### src/rtl/nixie_pkg.sv
package nixie_pkg;

	// ~~~~~~~~~~~~~~~~~~~~~~~~~~~~~~~~~~~~~~~~
	// Build constants
	// ~~~~~~~~~~~~~~~~~~~~~~~~~~~~~~~~~~~~~~~~

	// Dwell counter reload, one phase lasts SCAN_DIV+1 idle cycles
	localparam int SCAN_DIV = 7;

	// Counter wide enough to hold SCAN_DIV
	localparam int CTR_W = (SCAN_DIV > 0) ? $clog2(SCAN_DIV + 1) : 1;

	localparam int NUM_BANKS = 2; // Multiplexed banks sharing one phase
	localparam int DIGITS = 4; // Digits per bank, also the phase width

	// ~~~~~~~~~~~~~~~~~~~~~~~~~~~~~~~~~~~~~~~~
	// Bus word views
	// ~~~~~~~~~~~~~~~~~~~~~~~~~~~~~~~~~~~~~~~~

	// Address 0 sees the word as bank values, address 1 as the single register
	typedef union packed {
		logic [NUM_BANKS-1:0][15:0] banks; // Bank 1 in the upper half
		struct packed {
			logic [23:0] pad; // Reads back as zero
			logic [7:0] value;
		} single;
	} nixie_word_u;

	// ~~~~~~~~~~~~~~~~~~~~~~~~~~~~~~~~~~~~~~~~
	// Segment decode
	// ~~~~~~~~~~~~~~~~~~~~~~~~~~~~~~~~~~~~~~~~

	// Active high, bit 0 is segment a up to bit 6 for segment g
	// Decimal point in bit 7 stays dark
	function automatic logic [7:0] hex_segments(input logic [3:0] value);
		logic [7:0] seg;
		case (value)
			4'h0: seg = 8'h3f;
			4'h1: seg = 8'h06;
			4'h2: seg = 8'h5b;
			4'h3: seg = 8'h4f;
			4'h4: seg = 8'h66;
			4'h5: seg = 8'h6d;
			4'h6: seg = 8'h7d;
			4'h7: seg = 8'h07;
			4'h8: seg = 8'h7f;
			4'h9: seg = 8'h6f;
			4'ha: seg = 8'h77;
			4'hb: seg = 8'h7c; // Lower case b
			4'hc: seg = 8'h39;
			4'hd: seg = 8'h5e; // Lower case d
			4'he: seg = 8'h79;
			default: seg = 8'h71; // F
		endcase
		return seg;
	endfunction

endpackage

### src/rtl/nixie_regs.sv
module nixie_regs (
	input logic clk,
	input logic rst,

	input logic addr,
	input logic write_enable,
	input logic [31:0] write_data,
	output logic [31:0] read_result,

	output logic [nixie_pkg::NUM_BANKS-1:0][15:0] bank_values,
	output logic [3:0] single_digit
);

	nixie_pkg::nixie_word_u wr_word; // Incoming bus word
	nixie_pkg::nixie_word_u rd_word; // Outgoing readback word

	logic [nixie_pkg::NUM_BANKS-1:0][15:0] bank_q;
	logic [7:0] single_q;

	assign wr_word = write_data;

	// ~~~~~~~~~~~~~~~~~~~~~~~~~~~~~~~~~~~~~~~~
	// Write decode
	// ~~~~~~~~~~~~~~~~~~~~~~~~~~~~~~~~~~~~~~~~

	always_ff @(posedge clk) begin
		if (rst) begin
			bank_q <= '0;
			single_q <= '0;
		end else if (write_enable) begin
			if (addr == 1'b0) begin
				bank_q <= wr_word.banks; // Both banks at once
			end else begin
				single_q <= wr_word.single.value;
			end
		end
	end

	// ~~~~~~~~~~~~~~~~~~~~~~~~~~~~~~~~~~~~~~~~
	// Readback
	// ~~~~~~~~~~~~~~~~~~~~~~~~~~~~~~~~~~~~~~~~

	always_comb begin
		rd_word = '0;
		if (addr == 1'b0) begin
			rd_word.banks = bank_q;
		end else begin
			rd_word.single.value = single_q; // Upper bits stay zero
		end
	end

	assign read_result = rd_word;

	assign bank_values = bank_q;
	assign single_digit = single_q[3:0]; // Only the low nibble is shown

endmodule

### src/rtl/nixie_scan_timer.sv
module nixie_scan_timer (
	input logic clk,
	input logic rst,

	input logic hold, // Bus write in progress
	output logic [nixie_pkg::DIGITS-1:0] phase
);

	logic [nixie_pkg::CTR_W-1:0] ctr;
	logic [nixie_pkg::DIGITS-1:0] next_phase;
	logic phase_legal;

	// ~~~~~~~~~~~~~~~~~~~~~~~~~~~~~~~~~~~~~~~~
	// Phase rotation
	// ~~~~~~~~~~~~~~~~~~~~~~~~~~~~~~~~~~~~~~~~

	// Exactly one bit set
	assign phase_legal = (phase != '0) && ((phase & (phase - 1'b1)) == '0);

	always_comb begin
		if (phase_legal) begin
			next_phase = {phase[0], phase[nixie_pkg::DIGITS-1:1]}; // 1000 -> 0100 ...
		end else begin
			// Reset value 1111 and anything odd restart at the leftmost digit
			next_phase = '0;
			next_phase[nixie_pkg::DIGITS-1] = 1'b1;
		end
	end

	// ~~~~~~~~~~~~~~~~~~~~~~~~~~~~~~~~~~~~~~~~
	// Dwell counter
	// ~~~~~~~~~~~~~~~~~~~~~~~~~~~~~~~~~~~~~~~~

	always_ff @(posedge clk) begin
		if (rst) begin
			ctr <= '0; // Zero so the first idle cycle advances
			phase <= '1; // All digits lit during reset recovery
		end else if (!hold) begin
			if (ctr != '0) begin
				ctr <= ctr - 1'b1;
			end else begin
				ctr <= nixie_pkg::CTR_W'(nixie_pkg::SCAN_DIV);
				phase <= next_phase;
			end
		end
		// Writes freeze counter and phase
	end

endmodule

### src/rtl/nixie_bank.sv
module nixie_bank (
	input logic [nixie_pkg::DIGITS-1:0] phase,
	input logic [15:0] bank_value,
	output logic [7:0] segments
);

	logic [3:0] nibble;

	// ~~~~~~~~~~~~~~~~~~~~~~~~~~~~~~~~~~~~~~~~
	// Digit select
	// ~~~~~~~~~~~~~~~~~~~~~~~~~~~~~~~~~~~~~~~~

	// Phase bit i picks nibble i, so 1000 shows bits 15:12
	always_comb begin
		nibble = bank_value[3:0]; // Fallback for 1111 and other non one-hot values
		for (int i = 1; i < nixie_pkg::DIGITS; i++) begin
			if (phase == (nixie_pkg::DIGITS'(1) << i)) begin
				nibble = bank_value[4*i +: 4];
			end
		end
	end

	assign segments = nixie_pkg::hex_segments(nibble);

endmodule

### src/rtl/nixie_pin_stage.sv
module nixie_pin_stage (
	input logic clk,
	input logic rst,

	input logic [nixie_pkg::DIGITS-1:0] phase,
	input logic [nixie_pkg::NUM_BANKS-1:0][7:0] bank_segments,
	input logic [3:0] single_digit,

	output logic [7:0] digital_tube0,
	output logic [7:0] digital_tube1,
	output logic [7:0] digital_tube2,
	output logic [3:0] digital_tube_sel0,
	output logic [3:0] digital_tube_sel1
);

	logic [7:0] single_segments;

	// Static digit has no select, just a decoder
	assign single_segments = nixie_pkg::hex_segments(single_digit);

	// ~~~~~~~~~~~~~~~~~~~~~~~~~~~~~~~~~~~~~~~~
	// Pin registers
	// ~~~~~~~~~~~~~~~~~~~~~~~~~~~~~~~~~~~~~~~~

	// Segments and selects move on the same edge, no ghosting between digits
	always_ff @(posedge clk) begin
		if (rst) begin
			digital_tube0 <= '0; // Dark
			digital_tube1 <= '0;
			digital_tube2 <= '0;
			digital_tube_sel0 <= '0; // No digit selected
			digital_tube_sel1 <= '0;
		end else begin
			digital_tube0 <= bank_segments[0];
			digital_tube1 <= bank_segments[1];
			digital_tube2 <= single_segments;
			digital_tube_sel0 <= phase;
			digital_tube_sel1 <= phase; // Both banks scan together
		end
	end

endmodule

### src/rtl/nixie_display.sv
module nixie_display (
	input logic clk,
	input logic rst,

	// CPU bus
	input logic addr,
	input logic write_enable,
	input logic [31:0] write_data,
	output logic [31:0] read_result,

	// Board pins
	output logic [7:0] digital_tube0,
	output logic [7:0] digital_tube1,
	output logic [7:0] digital_tube2,
	output logic [3:0] digital_tube_sel0,
	output logic [3:0] digital_tube_sel1
);

	logic [nixie_pkg::NUM_BANKS-1:0][15:0] bank_values;
	logic [nixie_pkg::NUM_BANKS-1:0][7:0] bank_segments;
	logic [3:0] single_digit;
	logic [nixie_pkg::DIGITS-1:0] phase;

	// ~~~~~~~~~~~~~~~~~~~~~~~~~~~~~~~~~~~~~~~~
	// Registers and scan timing
	// ~~~~~~~~~~~~~~~~~~~~~~~~~~~~~~~~~~~~~~~~

	nixie_regs regs_inst (
		.clk (clk),
		.rst (rst),
		.addr (addr),
		.write_enable (write_enable),
		.write_data (write_data),
		.read_result (read_result),
		.bank_values (bank_values),
		.single_digit (single_digit)
	);

	// Scan pauses while the CPU writes
	nixie_scan_timer scan_timer_inst (
		.clk (clk),
		.rst (rst),
		.hold (write_enable),
		.phase (phase)
	);

	// ~~~~~~~~~~~~~~~~~~~~~~~~~~~~~~~~~~~~~~~~
	// Multiplexed banks
	// ~~~~~~~~~~~~~~~~~~~~~~~~~~~~~~~~~~~~~~~~

	for (genvar b = 0; b < nixie_pkg::NUM_BANKS; b++) begin : g_bank
		nixie_bank bank_inst (
			.phase (phase),
			.bank_value (bank_values[b]),
			.segments (bank_segments[b])
		);
	end

	// ~~~~~~~~~~~~~~~~~~~~~~~~~~~~~~~~~~~~~~~~
	// Board pins
	// ~~~~~~~~~~~~~~~~~~~~~~~~~~~~~~~~~~~~~~~~

	nixie_pin_stage pin_stage_inst (
		.clk (clk),
		.rst (rst),
		.phase (phase),
		.bank_segments (bank_segments),
		.single_digit (single_digit),
		.digital_tube0 (digital_tube0),
		.digital_tube1 (digital_tube1),
		.digital_tube2 (digital_tube2),
		.digital_tube_sel0 (digital_tube_sel0),
		.digital_tube_sel1 (digital_tube_sel1)
	);

endmodule

### config.mk
export PLATFORM = sky130hd
export DESIGN_NAME = nixie_display
export DESIGN_NICKNAME = d
export VERILOG_FILES = /design/src/rtl/nixie_pkg.sv /design/src/rtl/nixie_regs.sv /design/src/rtl/nixie_scan_timer.sv /design/src/rtl/nixie_bank.sv /design/src/rtl/nixie_pin_stage.sv /design/src/rtl/nixie_display.sv
export SDC_FILE = /design/constraint.sdc
export NUM_CORES = 1
export LEC_CHECK = 0
export BUFFER_PORTS_ARGS = -buffer_cell sky130_fd_sc_hd__buf_2
export CAP_MARGIN = 10
export CORE_MARGIN = 2
export CORE_UTILIZATION = 55
export CTS_BUF_LIST = sky130_fd_sc_hd__clkbuf_4 sky130_fd_sc_hd__clkbuf_8
export DETAILED_ROUTE_END_ITERATION = 10
export GPL_ROUTABILITY_DRIVEN = 1
export PLACE_DENSITY = 0.82
export SYNTH_ARGS = -nofsm -noshare
export SYNTH_HDL_FRONTEND = slang
export SYNTH_SLANG_ARGS = --single-unit
### constraint.sdc
create_clock -name clk -period 3.2 [get_ports clk]
set_clock_uncertainty 0.2 [all_clocks]
set_input_delay 0.16 -clock clk [delete_from_list [all_inputs] [get_ports clk]]
set_output_delay 0.16 -clock clk [all_outputs]
set_load 0.02 [all_outputs]
Word-level counts from Yosys, hierarchy flattened
Memory sizes are Yosys's and may differ from the RTL's. A register that Yosys moved wholly into a read port is not among the register bits.
Index checks and enable logic that the tools add are counted.
Storage, ports and cells
  bits in registers: 75
  bits in read-only memories: 336
  memories kept: 3
  output and inout port bits: 64
Operators by class
  add/subtract/negate cells: 2
  reductions and logical operators: 7
  bitwise operators: 4
  multiplexer cells: 10
  equal/unequal tests: 3
Memories
  (name not given): depth 16, width 7, read ports 1, clocked after memory_dff 1, wr ports 0, line nixie_pkg.sv:37  | case (value)
  (name not given): depth 16, width 7, read ports 1, clocked after memory_dff 1, wr ports 0, line nixie_pkg.sv:37
  (name not given): depth 16, width 7, read ports 1, clocked after memory_dff 1, wr ports 0, line nixie_pkg.sv:37
Operator list (number)
  $mux 4: 7
  $mux 24: 1
  $mux 8: 1
  $reduce_and 2->1: 3
  $and 4x4->4: 1
  $eq 4x2->1 const B: 1
  $eq 4x3->1 const B: 1
  $eq 4x4->1 const B: 1
  $logic_not 4->1: 1
  $reduce_bool 4->1: 1
  $sub 4x1->4 const B: 1
  $mux 3: 1
  $not 1->1: 3
  $reduce_bool 3->1: 1
  $sub 3x1->3 const B: 1
  $logic_and 1x1->1: 1

Depth between registers and ports, before layout
  depth in word-level cells: 5
  mapped depth: 13
  depth with buffers taken out: 10

Modules after synthesis
Synthesis repeated with hierarchy kept, for this count alone.
Unflattened totals
  cells, all modules: 502
  area total of the unflattened synthesis: 4635.7 um^2
By module, submodules not included
  nixie_regs: area an instance 2058.2 um^2, instances 1, sequential area each 800.8 um^2, cells each 210
  nixie_pin_stage: area an instance 1039.7 um^2, instances 1, sequential area each 540.5 um^2, cells each 91
  nixie_bank (g_bank[0].bank_inst): area an instance 610.6 um^2, instances 1, sequential area each 0.0 um^2, cells each 83
  nixie_bank (g_bank[1].bank_inst): area an instance 583.1 um^2, instances 1, sequential area each 0.0 um^2, cells each 79
  nixie_scan_timer: area an instance 344.1 um^2, instances 1, sequential area each 140.1 um^2, cells each 39

Worst setup path before layout
Ideal clock, no wire load.
  kind: register to register
  start point: reg scan_timer_inst.phase[3] in the netlist's numbering
  end point: reg pin_stage_inst.digital_tube1[0]
  path slack: 839 ps
  data arrival time: 2087 ps
  library setup time: 74 ps
  stages on the path, launching flop included: 11
  cell sequence: dfxtp_1 -> buf_6 -> buf_6 -> or3b_1 -> a21oi_1 -> o21ai_0 -> nand2_1 -> inv_1 -> ha_1 -> or3_1 -> a31oi_1
Between the ends
  longest elaborated chain between the ends: 4
  elaborated cells on any way between the ends: 6
  those cells by class: eq/ne: 3; mux: 3
Ends and longest elaborated chain
  start: declaration: line nixie_scan_timer.sv:6  | output logic [nixie_pkg::DIGITS-1:0] phase
  start signal: assignment: line nixie_scan_timer.sv:43  | phase <= next_phase;
  $eq 4x2->1: line nixie_bank.sv:17  | if (phase == (nixie_pkg::DIGITS'(1) << i)) begin
  $mux 4 (2 in series): line nixie_bank.sv:17
  $mux 4 (*): line nixie_bank.sv:17
  end: declaration: line nixie_pin_stage.sv:10  | output logic [7:0] digital_tube1,
Every way passes the cells marked *; elsewhere a longest branch is shown, timed or not.
A chain may end at the register's enable or synchronous reset.

Worst setup path in the final report
  start point: reg scan_timer_inst.phase[3] in the netlist's numbering
  end point: reg pin_stage_inst.digital_tube0[6]
Between the ends
  longest elaborated chain between the ends: 4
  elaborated cells on any way between the ends: 6
  those cells by class: eq/ne: 3; mux: 3
Ends and longest elaborated chain
  $eq 4x2->1: line nixie_bank.sv:17
  $mux 4 (2 in series): line nixie_bank.sv:17
  $mux 4 (*): line nixie_bank.sv:17
  end: declaration: line nixie_pin_stage.sv:9  | output logic [7:0] digital_tube0,
Marked as above.

==> results.cfg <==
[critical_path]
slowest_stage = dfxtp_1
end_kind = flip-flop
reg2reg_slack_ps = 300
cp.arrival_ps = 2940
worstSetupPathType = flip-flop to flip-flop
rr_startpoint = scan_timer_inst.phase[3]$_SDFFE_PP1P_
required_ps = 3240
path_cells = nor4b_4 > or2b_1 > a22oi_2 > inv_1 > ha_1 > mux2_4 > a221oi_2
worst-r2r-cell-count = 7
cp-start-kind = flip-flop
cp_max_fo = 14
slowest_delay_ps = 600
r2r-end = pin_stage_inst.digital_tube0[6]$_SDFF_PP0_

[clock_tree]
insertion_delay_ps = 350
clkSinkCount = 72
cts.repair.resized = 0
tritoncts = done
cts_buffers = 9
htree_levels = 3
clkTransAtPathRegs_ps = 70
cts_root_buffer = clkbuf_8
cts.path.max_buffers = 2

[floorplanning]
die-area_um2 = 7970
io_pins = 100
rows = 31
chipWidth_um = 89.3
coreArea_um2 = 7140
fp.dieH_um = 89.3
start_util_pct = 56.0

[global_route]
grt_overflow = 0
grt_pass1_wl_um = 16100
grt.total_usage_pct = 26.0
grt_start_max_net_pins = 50
first_global_vias = 3419
antenna_found_initial = 0

[synthesis]
synth-simple-area-share_pct = 25.6
avgSynthCellArea_um2 = 8.03
synth-adder-area-share_pct = 7.20
synth-xor-area-share_pct = 0
synth_top_family_by_area = simple AND/OR/NAND/NOR gates
ys_ff_latch = 72
async_reset_ff_share_pct = 0
synth_ff_type = dfxtp_1
synthMuxAreaShare_pct = 4.94
ys_warn_count = 0
synth_cells = 498
synth_edf_count = 0
syn_area_um2 = 4000
yosysSeqAreaShare_pct = 36.0
ys_types = 60
synth_compound_area_share_pct = 18.4

[pwr]
combPwrFrac_pct = 19.9
seqPwrFrac_pct = 45.0
p_sw_mw = 0.646
p_sw_share_pct = 28.8
power_leakage_nw = 2.20
power_density_nw_per_um2 = 453
p_int_mw = 1.60
pwr-share-clk_pct = 35.1
peakVddDrop_mv = 0.291

[finish]
n_antenna_cell = 0
fin_area_um2 = 4960
fillerInstances = 573
layout_common_cells = nand2_1, buf_2, dfxtp_1
area_growth_pct = 23.9
finalNetCount = 661
drive_above_1_share_pct = 23.6

[placement]
placed_area_um2 = 4420
port_buffers = 96
dp_hpwl_um = 6810
place.gp.congestion = 0.938

[sta]
fin_setup_tns_ps = 0
timing.final.crit_share_pct = 90.7
fmax_mhz = 345
relSlewSlack_pct = 37.8
min_period_ps = 2900
rsz0062_at_grt = no
setup_viol = 0
final-hold-violation-count = 0
slew_viol_final = 0
worst_slew_pin_slew_ps = 933

[drt]
dr_wl_met2_um = 4890
vias_per_cell = 5.47
top_layer = met4
finalWirelength_um = 10200
drt_iter0_drc = 248
drc_errors = 0
m1WireLength_um = 4470
route.met3.wl_um = 580
firstDrtPassIters = 5
avgRoutedWirePerCell_um = 14.5
ant_nets = 0
vias = 3857

[hold_path]
hold_depth = 3
min_from = write_enable
min_path_type = input pin to flip-flop
holdPathEnd = regs_inst.single_q[7]$_SDFFE_PP0P_

[outcome]
status = completed

[flow_run]
max-cap-violations = 0
## area by class of cell
cell class              instances  area, um2  area share, %
clock buffers                  10        138           2.78
clock inverters                 5       81.3           1.64
inverters                      16       60.1           1.21
multi-input cells             368       2260           45.6
flip-flops and latches         72       1440           29.1
well taps                      99        124           2.50
repair buffers                135        853           17.2
## cells by family after synthesis
kind of cell    count (synthesis)
other cells                     1
mux                            17
compound gates                122
flops                          72
simple gates                  203
buf+inv                        60
fa+ha+maj                      23
## layer usage
layer / vias up / track usage (%)
li1: 1882 / -
met1: 1780 / 33.2
met5: - / 0
met2: 174 / 42.5
met3: 21 / 4.80
met4: 0 / 12.2
## Yosys cell counts (3+ instances only)
cell / n / share of area, %
nor2_1: 19 / 1.8
mux2i_1: 7 / 1.8
nor2b_1: 38 / 5.9
a211oi_1: 3 / 0.56
clkbuf_1: 23 / 2.2
dfxtp_1: 72 / 36
buf_4: 7 / 1.3
nand3_1: 10 / 1.3
a221oi_1: 8 / 1.8
o21ai_1: 6 / 0.75
o21a_1: 3 / 0.56
inv_1: 16 / 1.5
a21oi_1: 60 / 7.5
ha_1: 23 / 7.2
buf_6: 7 / 2.0
or2b_1: 3 / 0.56
and2_1: 3 / 0.47
mux2_2: 8 / 2.3
nor3_1: 5 / 0.63
buf_2: 4 / 0.50
nand2b_1: 4 / 0.63
buf_1: 3 / 0.28
a31oi_1: 3 / 0.47
nand2_1: 96 / 9.0
o21ai_0: 19 / 2.4
or3b_1: 3 / 0.66
a21o_1: 3 / 0.56
## through the flow
step	hold WS, ps	util (%)	setup WS (ps)	power [mW]	instances
floorplan	96.0	-	839	1.33	500
global placement	201	61.9	510	1.43	658
detailed placement	209	61.9	368	1.44	658
CTS	11.7	69.4	326	2.25	705
global route	45.1	69.4	106	2.34	705
finish	29.4	69.4	299	2.25	705
## worst max path at each step
stage | from | cells after the start | slack, ps | to
final | scan_timer_inst.phase[3]$_SDFFE_PP1P_ | 7 | 300 | pin_stage_inst.digital_tube0[6]$_SDFF_PP0_
after global routing | scan_timer_inst.phase[2]$_SDFFE_PP1P_ | 9 | 110 | pin_stage_inst.digital_tube0[6]$_SDFF_PP0_
after CTS | scan_timer_inst.phase[3]$_SDFFE_PP1P_ | 7 | 330 | pin_stage_inst.digital_tube0[6]$_SDFF_PP0_
after detailed placement | scan_timer_inst.phase[2]$_SDFFE_PP1P_ | 9 | 370 | pin_stage_inst.digital_tube0[6]$_SDFF_PP0_
after global placement | scan_timer_inst.phase[3]$_SDFFE_PP1P_ | 7 | 510 | pin_stage_inst.digital_tube0[6]$_SDFF_PP0_
after floorplan | scan_timer_inst.phase[3]$_SDFFE_PP1P_ | 10 | 840 | pin_stage_inst.digital_tube1[0]$_SDFF_PP0_
## what timing repair did
| action | CTS | global route |
|---|---|---|
| setup endpoints to repair | 0 | 0 |
| buffers inserted | 0 | 0 |
| endpoints found under the hold margin | 40 | 0 |
| hold buffers | 32 | 0 |
## sequential cells by signal (all words and copies together) (netlist names)
signal,count
scan_timer_inst.ctr,3
pin_stage_inst.digital_tube1,7
pin_stage_inst.digital_tube2,7
pin_stage_inst.digital_tube_sel0,4
pin_stage_inst.digital_tube0,7
regs_inst.single_q,8
regs_inst.bank_values,32
scan_timer_inst.phase,4
## critical path, delay by kind of cell (launching register included)
family          cells  cell delay [ps]
compound gates      2              550
mux                 1              290
buf+inv             1              150
flops               1              600
fa+ha+maj           1              240
simple gates        2              760
## power groups by stage
| stage | logic, mW | registers (mW) | clock network [mW] |
|---|---|---|---|
| after floorplan | 0.289 | 1.04 | 0 |
| after global placement | 0.400 | 1.03 | 0 |
| after detailed placement | 0.409 | 1.03 | 0 |
| after CTS | 0.441 | 1.01 | 0.799 |
| after global routing | 0.490 | 1.02 | 0.831 |
| final | 0.447 | 1.01 | 0.787 |
(Power assumes the default switching activity.)
